===== src/source/snd_config.svh =====
// Build-time widths, DAC enable divider and I2S frame length
`ifndef SND_CONFIG_SVH
`define SND_CONFIG_SVH

// PCM sample width per channel
`define SND_PCM_W 16

// clk_dac cycles per sigma-delta enable
`define SND_CEN_DIV 4

// Bit clock periods in one I2S frame, both channels
`define SND_FRAME_BITS 32

// Width of the run-time bit clock divider field
`define SND_BCK_DIV_W 8

// Silence in offset binary
`define SND_MIDSCALE 16'h8000

`endif


===== src/source/snd_cfg_pkg.sv =====
// Configuration register map, field types and reset values
`include "snd_config.svh"

package snd_cfg_pkg;

    // Register address and bit clock divider field
    typedef logic [1:0] cfg_addr_t;
    typedef logic [`SND_BCK_DIV_W-1:0] bck_div_t;

    // Register map
    localparam cfg_addr_t CFG_CTRL = 2'd0;
    localparam cfg_addr_t CFG_BCK  = 2'd1;

    // CTRL bit positions
    localparam int CTRL_SIGNED = 0;
    localparam int CTRL_STEREO = 1;
    localparam int CTRL_MUTE   = 2;

    // Values after reset: signed stereo input, not muted
    localparam logic CTRL_SIGNED_RST = 1'b1;
    localparam logic CTRL_STEREO_RST = 1'b1;
    localparam logic CTRL_MUTE_RST   = 1'b0;

    // Bit clock half-period after reset
    localparam bck_div_t BCK_DIV_RST = 4;

endpackage


===== src/source/snd_pkg.sv =====
// Sample and accumulator types for the audio back end
`include "snd_config.svh"

package snd_pkg;

    // One channel of PCM audio
    typedef logic [`SND_PCM_W-1:0] pcm_t;

    // Sigma-delta accumulator, top bit is the carry out
    typedef logic [`SND_PCM_W:0] dac_acc_t;

endpackage


===== src/source/snd_cfg_regs.sv =====
// Write-only CTRL and BCK registers for the audio back end
module snd_cfg_regs (
    input  logic                  clk_dac,
    input  logic                  rst,
    input  logic                  cfg_wr,
    input  snd_cfg_pkg::cfg_addr_t cfg_addr,
    input  logic [7:0]            cfg_wdata,
    output logic                  in_signed,
    output logic                  stereo,
    output logic                  mute,
    output snd_cfg_pkg::bck_div_t bck_div
);
    import snd_cfg_pkg::*;

    logic wr_ctrl;
    logic wr_bck;

    // Address decode, other addresses fall through
    assign wr_ctrl = cfg_wr && (cfg_addr == CFG_CTRL);
    assign wr_bck  = cfg_wr && (cfg_addr == CFG_BCK);

    always_ff @(posedge clk_dac or posedge rst) begin
        if (rst) begin
            in_signed <= CTRL_SIGNED_RST;
            stereo    <= CTRL_STEREO_RST;
            mute      <= CTRL_MUTE_RST;
        end else if (wr_ctrl) begin
            in_signed <= cfg_wdata[CTRL_SIGNED];
            stereo    <= cfg_wdata[CTRL_STEREO];
            mute      <= cfg_wdata[CTRL_MUTE];
        end
    end

    // Zero would stop the bit clock, so it becomes one
    always_ff @(posedge clk_dac or posedge rst) begin
        if (rst) begin
            bck_div <= BCK_DIV_RST;
        end else if (wr_bck) begin
            if (cfg_wdata == 8'd0) begin
                bck_div <= bck_div_t'(1);
            end else begin
                bck_div <= bck_div_t'(cfg_wdata);
            end
        end
    end

endmodule


===== src/source/snd_i2s_tx.sv =====
// Left-justified I2S transmitter with run-time bit clock divider
`include "snd_config.svh"

module snd_i2s_tx (
    input  logic                  clk_dac,
    input  logic                  rst,
    input  snd_cfg_pkg::bck_div_t bck_div,
    input  snd_pkg::pcm_t         held_left,
    input  snd_pkg::pcm_t         held_right,
    input  logic                  held_valid,
    output logic                  take,
    output logic                  I2S_BCK,
    output logic                  I2S_LRCK,
    output logic                  I2S_DATA
);
    import snd_pkg::*;
    import snd_cfg_pkg::*;

    localparam int IDX_W  = $clog2(`SND_FRAME_BITS);
    localparam int WORD_W = 2 * `SND_PCM_W;
    localparam logic [IDX_W-1:0] LAST_IDX = IDX_W'(`SND_FRAME_BITS - 1);
    localparam logic [IDX_W-1:0] HALF_IDX = IDX_W'(`SND_FRAME_BITS / 2);

    bck_div_t          hcnt;
    logic [IDX_W-1:0]  bit_idx;
    logic [IDX_W-1:0]  next_idx;
    logic [WORD_W-1:0] shreg;
    pcm_t              last_left;
    pcm_t              last_right;
    pcm_t              next_left;
    pcm_t              next_right;
    logic              tick;
    logic              fall;
    logic              frame_start;

    // >= covers a divider that shrinks while counting
    assign tick        = hcnt >= (bck_div - bck_div_t'(1));
    assign fall        = tick & I2S_BCK;
    assign frame_start = fall & (bit_idx == LAST_IDX);
    assign next_idx    = (bit_idx == LAST_IDX) ? '0 : bit_idx + 1'b1;

    // Pulse in the cycle before the LRCK falling edge
    assign take = frame_start & held_valid;

    // Underrun repeats the previous pair
    assign next_left  = held_valid ? held_left : last_left;
    assign next_right = held_valid ? held_right : last_right;

    always_ff @(posedge clk_dac or posedge rst) begin
        if (rst) begin
            hcnt    <= '0;
            I2S_BCK <= 1'b0;
        end else if (tick) begin
            hcnt    <= '0;
            I2S_BCK <= ~I2S_BCK;
        end else begin
            hcnt <= hcnt + 1'b1;
        end
    end

    // First falling edge after reset opens a frame
    always_ff @(posedge clk_dac or posedge rst) begin
        if (rst) begin
            bit_idx    <= LAST_IDX;
            I2S_LRCK   <= 1'b0;
            I2S_DATA   <= 1'b0;
            last_left  <= `SND_MIDSCALE;
            last_right <= `SND_MIDSCALE;
        end else if (fall) begin
            bit_idx  <= next_idx;
            I2S_LRCK <= next_idx >= HALF_IDX;
            if (frame_start) begin
                I2S_DATA   <= next_left[`SND_PCM_W-1];
                last_left  <= next_left;
                last_right <= next_right;
            end else begin
                I2S_DATA <= shreg[WORD_W-1];
            end
        end
    end

    // Remaining bits of the frame, MSB goes out first
    always_ff @(posedge clk_dac) begin
        if (frame_start) begin
            shreg <= {next_left[`SND_PCM_W-2:0], next_right, 1'b0};
        end else if (fall) begin
            shreg <= {shreg[WORD_W-2:0], 1'b0};
        end
    end

endmodule


===== src/source/snd_out_top.sv =====
// Audio back end: configuration, sample stage, PWM DACs and I2S output
module snd_out_top (
    input  logic                   clk_dac,
    input  logic                   rst,
    input  logic                   cfg_wr,
    input  snd_cfg_pkg::cfg_addr_t cfg_addr,
    input  logic [7:0]             cfg_wdata,
    input  logic                   snd_valid,
    output logic                   snd_ready,
    input  snd_pkg::pcm_t          snd_left,
    input  snd_pkg::pcm_t          snd_right,
    output logic                   snd_pwm_left,
    output logic                   snd_pwm_right,
    output logic                   I2S_BCK,
    output logic                   I2S_LRCK,
    output logic                   I2S_DATA
);
    import snd_pkg::*;
    import snd_cfg_pkg::*;

    logic     in_signed;
    logic     stereo;
    logic     mute;
    bck_div_t bck_div;
    pcm_t     held_left;
    pcm_t     held_right;
    logic     held_valid;
    logic     take;

    snd_cfg_regs u_cfg (
        .clk_dac    ( clk_dac    ),
        .rst        ( rst        ),
        .cfg_wr     ( cfg_wr     ),
        .cfg_addr   ( cfg_addr   ),
        .cfg_wdata  ( cfg_wdata  ),
        .in_signed  ( in_signed  ),
        .stereo     ( stereo     ),
        .mute       ( mute       ),
        .bck_div    ( bck_div    )
    );

    snd_sample_stage u_stage (
        .clk_dac    ( clk_dac    ),
        .rst        ( rst        ),
        .snd_valid  ( snd_valid  ),
        .snd_ready  ( snd_ready  ),
        .snd_left   ( snd_left   ),
        .snd_right  ( snd_right  ),
        .in_signed  ( in_signed  ),
        .stereo     ( stereo     ),
        .mute       ( mute       ),
        .take       ( take       ),
        .held_left  ( held_left  ),
        .held_right ( held_right ),
        .held_valid ( held_valid )
    );

    // DACs and I2S share the take pulse, so both switch pairs together
    snd_pwm_dac u_dac (
        .clk_dac       ( clk_dac       ),
        .rst           ( rst           ),
        .take          ( take          ),
        .held_left     ( held_left     ),
        .held_right    ( held_right    ),
        .snd_pwm_left  ( snd_pwm_left  ),
        .snd_pwm_right ( snd_pwm_right )
    );

    snd_i2s_tx u_i2s (
        .clk_dac    ( clk_dac    ),
        .rst        ( rst        ),
        .bck_div    ( bck_div    ),
        .held_left  ( held_left  ),
        .held_right ( held_right ),
        .held_valid ( held_valid ),
        .take       ( take       ),
        .I2S_BCK    ( I2S_BCK    ),
        .I2S_LRCK   ( I2S_LRCK   ),
        .I2S_DATA   ( I2S_DATA   )
    );

endmodule


===== src/source/snd_pwm_dac.sv =====
// Clock enable ring and a pair of first-order sigma-delta 1-bit DACs
`include "snd_config.svh"

module snd_pwm_dac (
    input  logic          clk_dac,
    input  logic          rst,
    input  logic          take,
    input  snd_pkg::pcm_t held_left,
    input  snd_pkg::pcm_t held_right,
    output logic          snd_pwm_left,
    output logic          snd_pwm_right
);
    import snd_pkg::*;

    localparam int NCH = 2;
    localparam int DIV = `SND_CEN_DIV;
    localparam logic [DIV-1:0] RING_RST = {{(DIV-1){1'b0}}, 1'b1};

    logic [DIV-1:0] cen_ring;
    logic           cen;
    pcm_t           sample [NCH];
    dac_acc_t       acc    [NCH];

    // One-hot ring, enable once every DIV cycles
    always_ff @(posedge clk_dac or posedge rst) begin
        if (rst) begin
            cen_ring <= RING_RST;
        end else begin
            cen_ring <= {cen_ring[DIV-2:0], cen_ring[DIV-1]};
        end
    end

    assign cen = cen_ring[0];

    // Samples change only on a frame boundary
    always_ff @(posedge clk_dac or posedge rst) begin
        if (rst) begin
            sample[0] <= `SND_MIDSCALE;
            sample[1] <= `SND_MIDSCALE;
        end else if (take) begin
            sample[0] <= held_left;
            sample[1] <= held_right;
        end
    end

    // Carry of each add is the output bit; the low part keeps the error
    always_ff @(posedge clk_dac or posedge rst) begin
        if (rst) begin
            for (int ch = 0; ch < NCH; ch++) begin
                acc[ch] <= '0;
            end
        end else if (cen) begin
            for (int ch = 0; ch < NCH; ch++) begin
                acc[ch] <= {1'b0, acc[ch][`SND_PCM_W-1:0]} + {1'b0, sample[ch]};
            end
        end
    end

    assign snd_pwm_left  = acc[0][`SND_PCM_W];
    assign snd_pwm_right = acc[1][`SND_PCM_W];

endmodule


===== src/source/snd_sample_stage.sv =====
// One-entry sample buffer with sign, mono and mute conversion on intake
`include "snd_config.svh"

module snd_sample_stage (
    input  logic          clk_dac,
    input  logic          rst,
    input  logic          snd_valid,
    output logic          snd_ready,
    input  snd_pkg::pcm_t snd_left,
    input  snd_pkg::pcm_t snd_right,
    input  logic          in_signed,
    input  logic          stereo,
    input  logic          mute,
    input  logic          take,
    output snd_pkg::pcm_t held_left,
    output snd_pkg::pcm_t held_right,
    output logic          held_valid
);
    import snd_pkg::*;

    localparam int MSB = `SND_PCM_W - 1;

    pcm_t right_src;
    pcm_t left_conv;
    pcm_t right_conv;
    logic accept;

    // Room only while the entry is empty
    assign snd_ready = ~held_valid;
    assign accept    = snd_valid & snd_ready;

    always_comb begin
        // Mono takes both channels from the left input
        right_src  = stereo ? snd_right : snd_left;
        // Two's complement to offset binary
        left_conv  = {snd_left[MSB] ^ in_signed, snd_left[MSB-1:0]};
        right_conv = {right_src[MSB] ^ in_signed, right_src[MSB-1:0]};
        if (mute) begin
            left_conv  = `SND_MIDSCALE;
            right_conv = `SND_MIDSCALE;
        end
    end

    always_ff @(posedge clk_dac or posedge rst) begin
        if (rst) begin
            held_valid <= 1'b0;
        end else if (accept) begin
            held_valid <= 1'b1;
        end else if (take) begin
            held_valid <= 1'b0;
        end
    end

    // Converted pair, settings are frozen at acceptance
    always_ff @(posedge clk_dac) begin
        if (accept) begin
            held_left  <= left_conv;
            held_right <= right_conv;
        end
    end

endmodule


===== config.mk =====
export PLATFORM = sky130hd
export DESIGN_NAME = snd_out_top
export DESIGN_NICKNAME = d
export VERILOG_FILES = /design/src/source/snd_cfg_pkg.sv /design/src/source/snd_pkg.sv /design/src/source/snd_cfg_regs.sv /design/src/source/snd_i2s_tx.sv /design/src/source/snd_out_top.sv /design/src/source/snd_pwm_dac.sv /design/src/source/snd_sample_stage.sv
export VERILOG_INCLUDE_DIRS = /design/src /design/src/source
export SDC_FILE = /design/constraint.sdc
export NUM_CORES = 1
export LEC_CHECK = 0
export BUFFER_PORTS_ARGS = -buffer_cell sky130_fd_sc_hd__buf_2
export CORE_UTILIZATION = 38
export CTS_CLUSTER_SIZE = 40
export DETAILED_ROUTE_END_ITERATION = 12
export PLACE_DENSITY_LB_ADDON = 0.1
export REMOVE_ABC_BUFFERS = 1
export SLEW_MARGIN = 25
export SYNTH_ARGS = -nofsm -noshare
export SYNTH_HDL_FRONTEND = slang
export SYNTH_HIERARCHICAL = 1
export SYNTH_SLANG_ARGS = --single-unit

===== constraint.sdc =====
create_clock -name clk_dac -period 4 [get_ports clk_dac]
set_clock_uncertainty 0.05 [all_clocks]
set_input_delay 0.4 -clock clk_dac [delete_from_list [all_inputs] [get_ports clk_dac]]
set_output_delay 0.4 -clock clk_dac [all_outputs]
set_load 0.05 [all_outputs]

Word level (Yosys, flattened, before mapping)
Cells that the tools add are included.
{"block": "totals", "reg_bits": 193, "input_bits": 46, "output_inout_bits": 6, "word_cells": 55}
{"block": "op_classes", "n_addsub": 5, "order_cmp": 2, "eq_ne": 2, "muxes": 11, "bitwise": 8, "n_reduce_logical": 7}
{"operator": "$mux W32", "count": 2}
{"operator": "$mux W16", "count": 3}
{"operator": "$add A16 B16 Y17", "count": 2}
{"operator": "$mux W8", "count": 2}
{"operator": "$add A8 B1 Y8 const B", "count": 1}
{"operator": "$ge A8 B8 Y1", "count": 1}
{"operator": "$logic_not A8 Y1", "count": 1}
{"operator": "$sub A8 B1 Y8 const B", "count": 1}
{"operator": "$add A5 B1 Y5 const B", "count": 1}
{"operator": "$eq A5 B5 Y1 const B", "count": 1}
{"operator": "$ge A5 B5 Y1 const B", "count": 1}
{"operator": "$mux W5", "count": 1}
{"operator": "$and A1 B1 Y1", "count": 4}
{"operator": "$reduce_bool A2 Y1", "count": 2}
{"operator": "$mux W1", "count": 3}
{"operator": "$eq A2 B1 Y1 const B", "count": 1}
{"operator": "$logic_and A1 B1 Y1", "count": 2}
{"operator": "$logic_not A2 Y1", "count": 1}
{"operator": "$not A1 Y1", "count": 2}
{"operator": "$reduce_and A2 Y1", "count": 1}
{"operator": "$xor A1 B1 Y1", "count": 2}

Depth between registers and ports, before layout
Gate-level depths: netlist of the first run.
{"block": "logic_depth", "depth_word": 7, "depth_mapped": 15, "ltp_nobuf": 12}

Hierarchy
Netlist of the first run, hierarchy kept.
{"module": "snd_i2s_tx", "n_inst": 1, "cells_per_inst": 271, "area_each_um2": 4066.4, "seq_area_each_um2": 2140.8}
{"module": "snd_pwm_dac", "n_inst": 1, "cells_per_inst": 344, "area_each_um2": 3996.3, "seq_area_each_um2": 1755.4}
{"module": "snd_sample_stage", "n_inst": 1, "cells_per_inst": 93, "area_each_um2": 1397.6, "seq_area_each_um2": 985.9}
{"module": "snd_cfg_regs", "n_inst": 1, "cells_per_inst": 29, "area_each_um2": 481.7, "seq_area_each_um2": 279.0}

Worst setup path after synthesis of the first run
No wires, ideal clock.
{"block": "synth_path", "path_type": "reg2reg", "startpoint": "register u_cfg.bck_div[0]", "endpoint": "register u_dac/sample[10] (netlist name)", "setup_ps": 125, "arrival_time_ps": 3187, "required_time_ps": 3825, "slack_ps": 638, "stages_incl_launch_ff": 15, "path_buffers": 4, "period_less_slack_ps": 3362, "path_cell_list": "dfrtp_1 inv_1 ha_1 nand2_1 nor3_1 xnor2_1 ha_1 nand2_1 o41ai_4 and4_1 buf_6 buf_12 clkbuf_1 buf_1 mux2_2"}
{"block": "synth_via", "elab_chain_len": 5}
{"element": "start, declared", "line_no": "snd_cfg_regs.sv:11", "text": "output snd_cfg_pkg::bck_div_t bck_div"}
{"element": "start signal, assigned", "line_no": "snd_cfg_regs.sv:40", "text": "bck_div <= bck_div_t'(1);"}
{"element": "start signal, assigned", "line_no": "snd_cfg_regs.sv:42", "text": "bck_div <= bck_div_t'(cfg_wdata);"}
{"element": "$sub A8 B1 Y8", "line_no": "snd_i2s_tx.sv:37", "text": "assign tick = hcnt >= (bck_div - bck_div_t'(1));"}
{"element": "$ge A8 B8 Y1", "line_no": "snd_i2s_tx.sv:37"}
{"element": "$and A1 B1 Y1", "line_no": "snd_i2s_tx.sv:38", "text": "assign fall = tick & I2S_BCK;"}
{"element": "$and A1 B1 Y1", "line_no": "snd_i2s_tx.sv:39", "text": "assign frame_start = fall & (bit_idx == LAST_IDX);"}
{"element": "$and A1 B1 Y1", "line_no": "snd_i2s_tx.sv:43", "text": "assign take = frame_start & held_valid;"}
{"element": "named net take", "line_no": "snd_out_top.sv:28", "text": "logic take;"}
{"element": "end, declared", "line_no": "snd_pwm_dac.sv:21", "text": "pcm_t sample [NCH];"}
The timed path passes the listed nets, and every way through them passes these cells.
A chain may end at the register's enable or synchronous reset.

Worst setup path in the final report of the first run
{"block": "layout_path", "startpoint": "register u_cfg.bck_div[0]", "endpoint": "register u_dac/sample[30] (netlist name)"}
Same word-level chain as after synthesis.

==> flow_summary.toml, run 1 <==
[status]
status = "complete, no violations"

[clock_tree]
cts.htree.levels = 4
clk_path_buf_depth = 2
clock_latency_ns = 0.44
clk_pin_slew_ns = 0.07
cts_root_buffer = "clkbuf_16"
cts_num_sinks = 193
cts_tree = "yes"
post_cts_resized = 0
cts_buffers = 17

[critical_path]
worstSetupStartpointType = "flop"
cp-startpoint = "u_cfg/bck_div[0]"
cpMaxStageDelayCell = "o41ai_4"
cp_cell_sequence = "inv_1 -> ha_1 -> nand2_1 -> nor3_1 -> xnor2_1 -> ha_1 -> nand2_1 -> o41ai_4 -> and4_4 -> buf_12 -> mux2_2"
crit_type = "reg -> reg"
crit_arrival_ns = 3.67
endpoint_kind = "flop"
cpPeakStageDelay_ns = 0.59
reg2reg_from = "u_cfg/bck_div[0]"
cp.required_ns = 4.27
worstPathMaxFanout = 29

[power_and_ir_drop]
p_clk_frac = 0.367
power_switching_mw = 1.30
powerDensity_mw_per_mm2 = 424
p_comb_frac = 0.131
intPower_mw = 3.41
leakagePower_nw = 5.08
power_frac_seq = 0.502
swShare = 0.276
irDropWorstVdd_mv = 0.250

[placement]
dp_cells = 1100
place_hpwl_mm = 13.8
portBuffers = 51
globalplace.congestion = 0.778

[cells_and_area]
fin_cells = 1133
nFillCells = 2319
nets = 882
seq_area_mm2 = 0.00516
area_growth_pct = 11.9
drive_above_1_share = 0.352
multi_input_area_mm2 = 0.00451
antennaDiodeCount = 0
final_core_util = 0.438

[hold_path]
hp-start = "cfg_wdata[5]"
worstHoldPathType = "in -> reg"

[logic_synthesis]
yosys.area.top_type = "dfrtp_1"
synth_cell_type_count = 62
synth_flop_cell = "dfrtp_1"
synthMuxAreaShare = 0.220
synth_edf_count = 63
netlist.area_leader.share = 0.294
avgSynthCellArea_um2 = 13.5
ys_warn_count = 6
synth_cells = 737
synth_compound_area_frac = 0.0736
synth_xor_area_frac = 0.0326
synth_seq_cells = 193
syn-cell-area_mm2 = 0.00994
ys_seq_area_frac = 0.519
synth_fa_ha_area_frac = 0.0594
async_flop_share = 0.674
synth_top_family_by_area = "multiplexers"
synth_simple_gate_area_frac = 0.0681
synthTopCellsByArea = "dfrtp_1 (29%), edfxtp_1 (19%), mux2_2 (14%)"

[timing]
slew_headroom = 0.467
hold_viol_final = 0
maxSlewViolCount = 0
rsz0062_at_grt = "no"
setup_violations = 0
worstMarginPinSlew_ns = 0.798
max_freq_ghz = 0.294
finalCritPeriodShare = 0.851
fin_crit_ns = 3.41

[drt]
drtIter0Drc = 230
drt_pass1_iterations = 4
drt.antenna.violating_nets = 0
vias = 5878
drt-total-wl_mm = 19.7
via_per_inst = 5.19
wl_per_cell_um = 17.4
route.detailed.drc = 0

[die]
coreArea_mm2 = 0.0254
die_x_um = 164
pin_count = 52
die_area_mm2 = 0.0268
die_h_um = 164
fp-row-count = 58
initial_utilization = 0.391

[grt]
first_global_vias = 6111
overflow = 0
track_usage = 0.158
grt_pass1_wl_mm = 32.5
grt_max_degree = 46
antenna_found_initial = 0

[run]
cap_violations = 0
## path summary, 6_finish.rpt
path / slack (ns) / endpoint / cells past startpoint
setup reg to reg: 0.59 / u_dac/sample[30] / 11
min in group asynchronous: 0.33 / u_stage/held_valid / 3
hold reg to reg: 0.30 / u_dac/cen_ring[2] / 0
max in group asynchronous: 2.21 / u_dac/sample[31] / 4
setup / recovery: 0.59 / u_dac/sample[30] / 11
hold / removal: 0.16 / u_cfg/bck_div[5] / 2
## layout make-up
class                   instances  area share
clock buffers                  19      0.0427
inverters                      17     0.00574
clock inverters                13      0.0116
flip-flops and latches        193       0.464
multi-input cells             499       0.406
repair buffers                 62      0.0328
well taps                     330      0.0371
## through the flow
stage,worst slack [ns],power [mW],setup TNS [ns],hold slack [ns],area (um2)
2_1_floorplan,-0.633,2.84,-37.20,0.0787,9730
3_3_place_gp,0.707,3.01,0,0.231,10500
3_5_place_dp,0.612,3.03,0,0.238,10500
4_1_cts,0.586,4.79,0,0.140,11100
5_1_grt,0.345,4.96,0,0.148,11100
6_report,0.594,4.71,0,0.164,11100
## per-layer routing
metal | routed length [um] | up-vias | GRT usage | part of all wire
met3 | 722 | 16 | 0.0326 | 0.037
met2 | 9050 | 100 | 0.250 | 0.46
met4 | 235 | 0 | 0.0497 | 0.012
li1 | - | 2819 | - | -
met5 | 0 | - | 0 | 0
met1 | 9680 | 2943 | 0.217 | 0.49
## cells in the final DEF (no fill, tap or decap), types with 3 or more instances in the layout
cell,n
dfrtp_1,116
nor2b_1,17
o21a_1,5
a31oi_1,9
a211oi_1,4
inv_6,3
ha_1,44
dfstp_2,13
inv_8,5
a21oi_1,28
buf_2,51
mux2i_1,21
o21bai_1,5
xor2_1,11
nor3_1,4
nand2b_1,4
inv_1,15
nand4_1,5
nand3_1,11
nand2_1,15
nor2_1,44
buf_4,8
o211ai_1,6
mux2_2,124
and3_1,6
xnor2_1,26
and2_1,3
a21o_1,14
clkbuf_16,19
o21ai_0,15
edfxtp_1,63
mux2_4,37
nand3b_1,4
## power by group through the flow
stage	clock, mW	combinational, mW	sequential [mW]
final	1.73	0.616	2.37
after global placement	0	0.606	2.40
after CTS	1.79	0.632	2.37
after global routing	1.87	0.700	2.39
after detailed placement	0	0.626	2.41
after floorplan	0	0.436	2.40
## state kept, by name, summed over array words and instances, names as in the netlist, 4 cells and up
signal              cells
u_cfg/bck_div           8
u_dac/acc              32
u_dac/cen_ring          4
u_dac/sample           32
u_i2s/bit_idx           5
u_i2s/hcnt              8
u_i2s/last_left        16
u_i2s/last_right       16
u_i2s/shreg            31
u_stage/held_left      16
u_stage/held_right     16
## synthesized netlist by cell type (all sizes together), types with 3 or more instances
cell / n
o211ai: 6
nor2b: 18
inv: 17
nor2: 44
ha: 44
o21bai: 5
mux2: 163
xnor2: 26
a21oi: 28
mux2i: 21
edfxtp: 63
a21o: 14
nand3: 12
nor3: 4
dfrtp: 117
dfstp: 13
xor2: 11
nand2: 15
and3: 8
a31oi: 10
nand4: 5
a211oi: 4
o21a: 5
o21ai: 17
nand2b: 5
buf: 15
nand3b: 5
clkbuf: 13
and2: 3
## critical path, delay by kind of cell, from the launching register on
kind | cells | cell delay (ns)
buffers and inverters | 2 | 0.37
XOR/XNOR | 1 | 0.11
adder cells (fa/ha/maj) | 2 | 0.48
AND/OR/NAND/NOR | 4 | 0.91
flip-flops | 1 | 0.40
multiplexers | 1 | 0.36
AO/OA/AOI/OAI | 1 | 0.59
## cell families after synthesis
group | after synthesis
flops | 193
mux | 184
simple gates | 127
compound gates | 105
fa+ha+maj | 46
buf+inv | 45
xor+xnor | 37
## what timing repair did
item / in CTS / in global routing
setup buffers: 0 / 0
hold buffers: 1 / 0
endpoints found under the hold margin: 25 / 0
(Power assumes the default switching activity.)
==> run 2: changes to the inputs <==
==> constraint.sdc (replaced) <==
create_clock -name clk_dac -period 4 [get_ports clk_dac]
set_clock_uncertainty 0.05 [all_clocks]
set_input_delay 0.6 -clock clk_dac [delete_from_list [all_inputs] [get_ports clk_dac]]
set_output_delay 0.6 -clock clk_dac [all_outputs]
set_load 0.05 [all_outputs]
==> run 2 against run 1 <==
Net effect: utilization fell by 0.17 points; power fell by 1.6%; first-iteration DRC count rose by 26%; critical path depth did not move; register-to-register slack improved by 0.12 ns; clock power fell by 5%; count of clock-buffer cells in the layout fell by 1; largest power group unchanged; highest routed layer unchanged; sequential power barely moved; wire length rose by 1.4%; non-clock buffer count did not move.
==> flow_summary.toml, run 2 (synthesis results as in run 1) <==
[timing]
slew_headroom = 0.584
fin_crit_ns = 3.28
setup_violations = 0
worstMarginPinSlew_ns = 0.625
finalCritPeriodShare = 0.821
maxSlewViolCount = 0
finalSetupTns_ns = 0
hold_viol_final = 0
max_freq_ghz = 0.305
rsz0062_at_grt = "no"

[drt]
dr_wl_met2_mm = 9.25
via_per_inst = 5.23
top_layer = "met4"
drt-total-wl_mm = 20.0
wl_met3_um = 743
drt_pass1_iterations = 5
wl_met1_mm = 9.73
vias = 5928
route.detailed.drc = 0
drt.antenna.violating_nets = 0
drtIter0Drc = 290
wl_per_cell_um = 17.6

[critical_path]
cpMaxStageDelayCell = "o41ai_4"
reg2reg_from = "u_cfg/bck_div[0]"
crit_type = "reg -> reg"
rr_endpoint = "u_dac/sample[13]"
critPathBufInv = 2
cp.required_ns = 4.27
cp_num_cells = 11
endpoint_kind = "flop"
cp_cell_sequence = "inv_1 -> ha_1 -> nand2_1 -> nor3_1 -> xnor2_1 -> ha_1 -> nand2_1 -> o41ai_4 -> and4_4 -> buf_12 -> mux2_2"
reg2regPathDepth = 11
cp-startpoint = "u_cfg/bck_div[0]"
crit_arrival_ns = 3.55
worst-r2r-setup-slack_ns = 0.72
worstPathMaxFanout = 64
critPathCapture = "u_dac/sample[13]"
cpPeakStageDelay_ns = 0.57
crit_family = "simple AND/OR/NAND/NOR gates"
worstSetupStartpointType = "flop"

[die]
initial_utilization = 0.391
die_area_mm2 = 0.0268
pin_count = 52
die_h_um = 164
die_x_um = 164
coreArea_mm2 = 0.0254
fp-row-count = 58

[power_and_ir_drop]
powerDensity_mw_per_mm2 = 419
leakagePower_nw = 5.06
total_power_mw = 4.64
irDropWorstVdd_mv = 0.213

[clock_tree]
cts_num_sinks = 193
cts_root_buffer = "clkbuf_16"
clk_pin_slew_ns = 0.07
cts_tree = "yes"
postCtsSetupRepairBufs = 0
clk_path_buf_depth = 2
ctsHoldBuffers = 1
post_cts_resized = 0
cts.htree.levels = 4
clock_latency_ns = 0.43
cts_buffers = 17

[cells_and_area]
layout_common_cells = "mux2_2 (124), dfrtp_1 (115), edfxtp_1 (63), buf_2 (51)"
layout_commonest_cell = "mux2_2"
antennaDiodeCount = 0
drive_above_1_share = 0.354
nets = 882
area_growth_pct = 11.4
reg_top3 = "u_dac/acc x32, u_dac/sample x32, u_i2s/shreg x31"

[grt]
first_global_vias = 6125
antenna_found_initial = 0
grt_max_degree = 65
grt_pass1_wl_mm = 33.0
track_usage = 0.159
overflow = 0

[placement]
place_hpwl_mm = 14.0
portBuffers = 51
globalplace.congestion = 0.764

[status]
status = "complete, no violations"

[hold_path]
worstHoldPathType = "reg -> reg"

[run]
cap_violations = 0
-- run 2: cell types whose count changed in the layout (fill, tap and decap cells not counted), moves of 2 or more --
cell       change
clkinv_2       +2
inv_8          -5
clkbuf_16      -2
clkinv_4       +2
-- run 2: worst min-delay path by stage --
stage	from	to	slack, ns	cells past startpoint
after global placement	u_dac/cen_ring[2]	u_dac/cen_ring[3]	0.28	0
after CTS	u_dac/cen_ring[2]	u_dac/cen_ring[3]	0.31	0
final	u_dac/cen_ring[2]	u_dac/cen_ring[3]	0.31	0
after floorplan	rst	u_stage/held_valid	0.28	1
after detailed placement	u_dac/cen_ring[2]	u_dac/cen_ring[3]	0.29	0
after global routing	u_dac/cen_ring[2]	u_dac/cen_ring[3]	0.32	0
-- run 2: worst reg2reg max path, cell delays in order, from the launching register on --
cell and delay, ns:
dfrtp_1 0.39, inv_1 0.11, ha_1 0.20, nand2_1 0.09, nor3_1 0.18, xnor2_1 0.10
ha_1 0.28, nand2_1 0.09, o41ai_4 0.57, and4_4 0.31, buf_12 0.35, mux2_2 0.47
-- run 2: stage by stage --
stage          cell area [um2]  utilization  hold slack, ns  instances  setup WS (ns)
2_1_floorplan             9730            -           0.279        709         -0.633
3_3_place_gp             10500        0.413           0.282       1100          0.787
3_5_place_dp             10500        0.413           0.289       1100          0.725
4_1_cts                  11100        0.436           0.306       1133          0.717
5_1_grt                  11100        0.436           0.323       1133          0.527
6_report                 11100        0.436           0.305       1133          0.716
-- run 2: area by class of cell --
| class | count | area (um2) |
|---|---|---|
| Fill cell | 2345 | 14300 |
| Tap cell | 330 | 413 |
| Timing Repair Buffer | 62 | 353 |
| Clock buffer | 18 | 439 |
| Multi-Input combinational cell | 499 | 4510 |
| Sequential cell | 193 | 5160 |
| Clock inverter | 14 | 130 |
| Inverter | 17 | 66.3 |
-- run 2: power by group --
| part | total [mW] | switching, mW | internal, mW |
|---|---|---|---|
| Clock | 1.65 | 0.767 | 0.885 |
| Combinational | 0.617 | 0.337 | 0.281 |
| Sequential | 2.37 | 0.142 | 2.23 |
| Total | 4.64 | 1.25 | 3.39 |
-- run 2: layer usage --
layer | vias to the layer above | global-route usage
li1 | 2817 | -
met1 | 2971 | 0.222
met2 | 122 | 0.251
met3 | 18 | 0.0308
met4 | 0 | 0.0480
met5 | - | 0
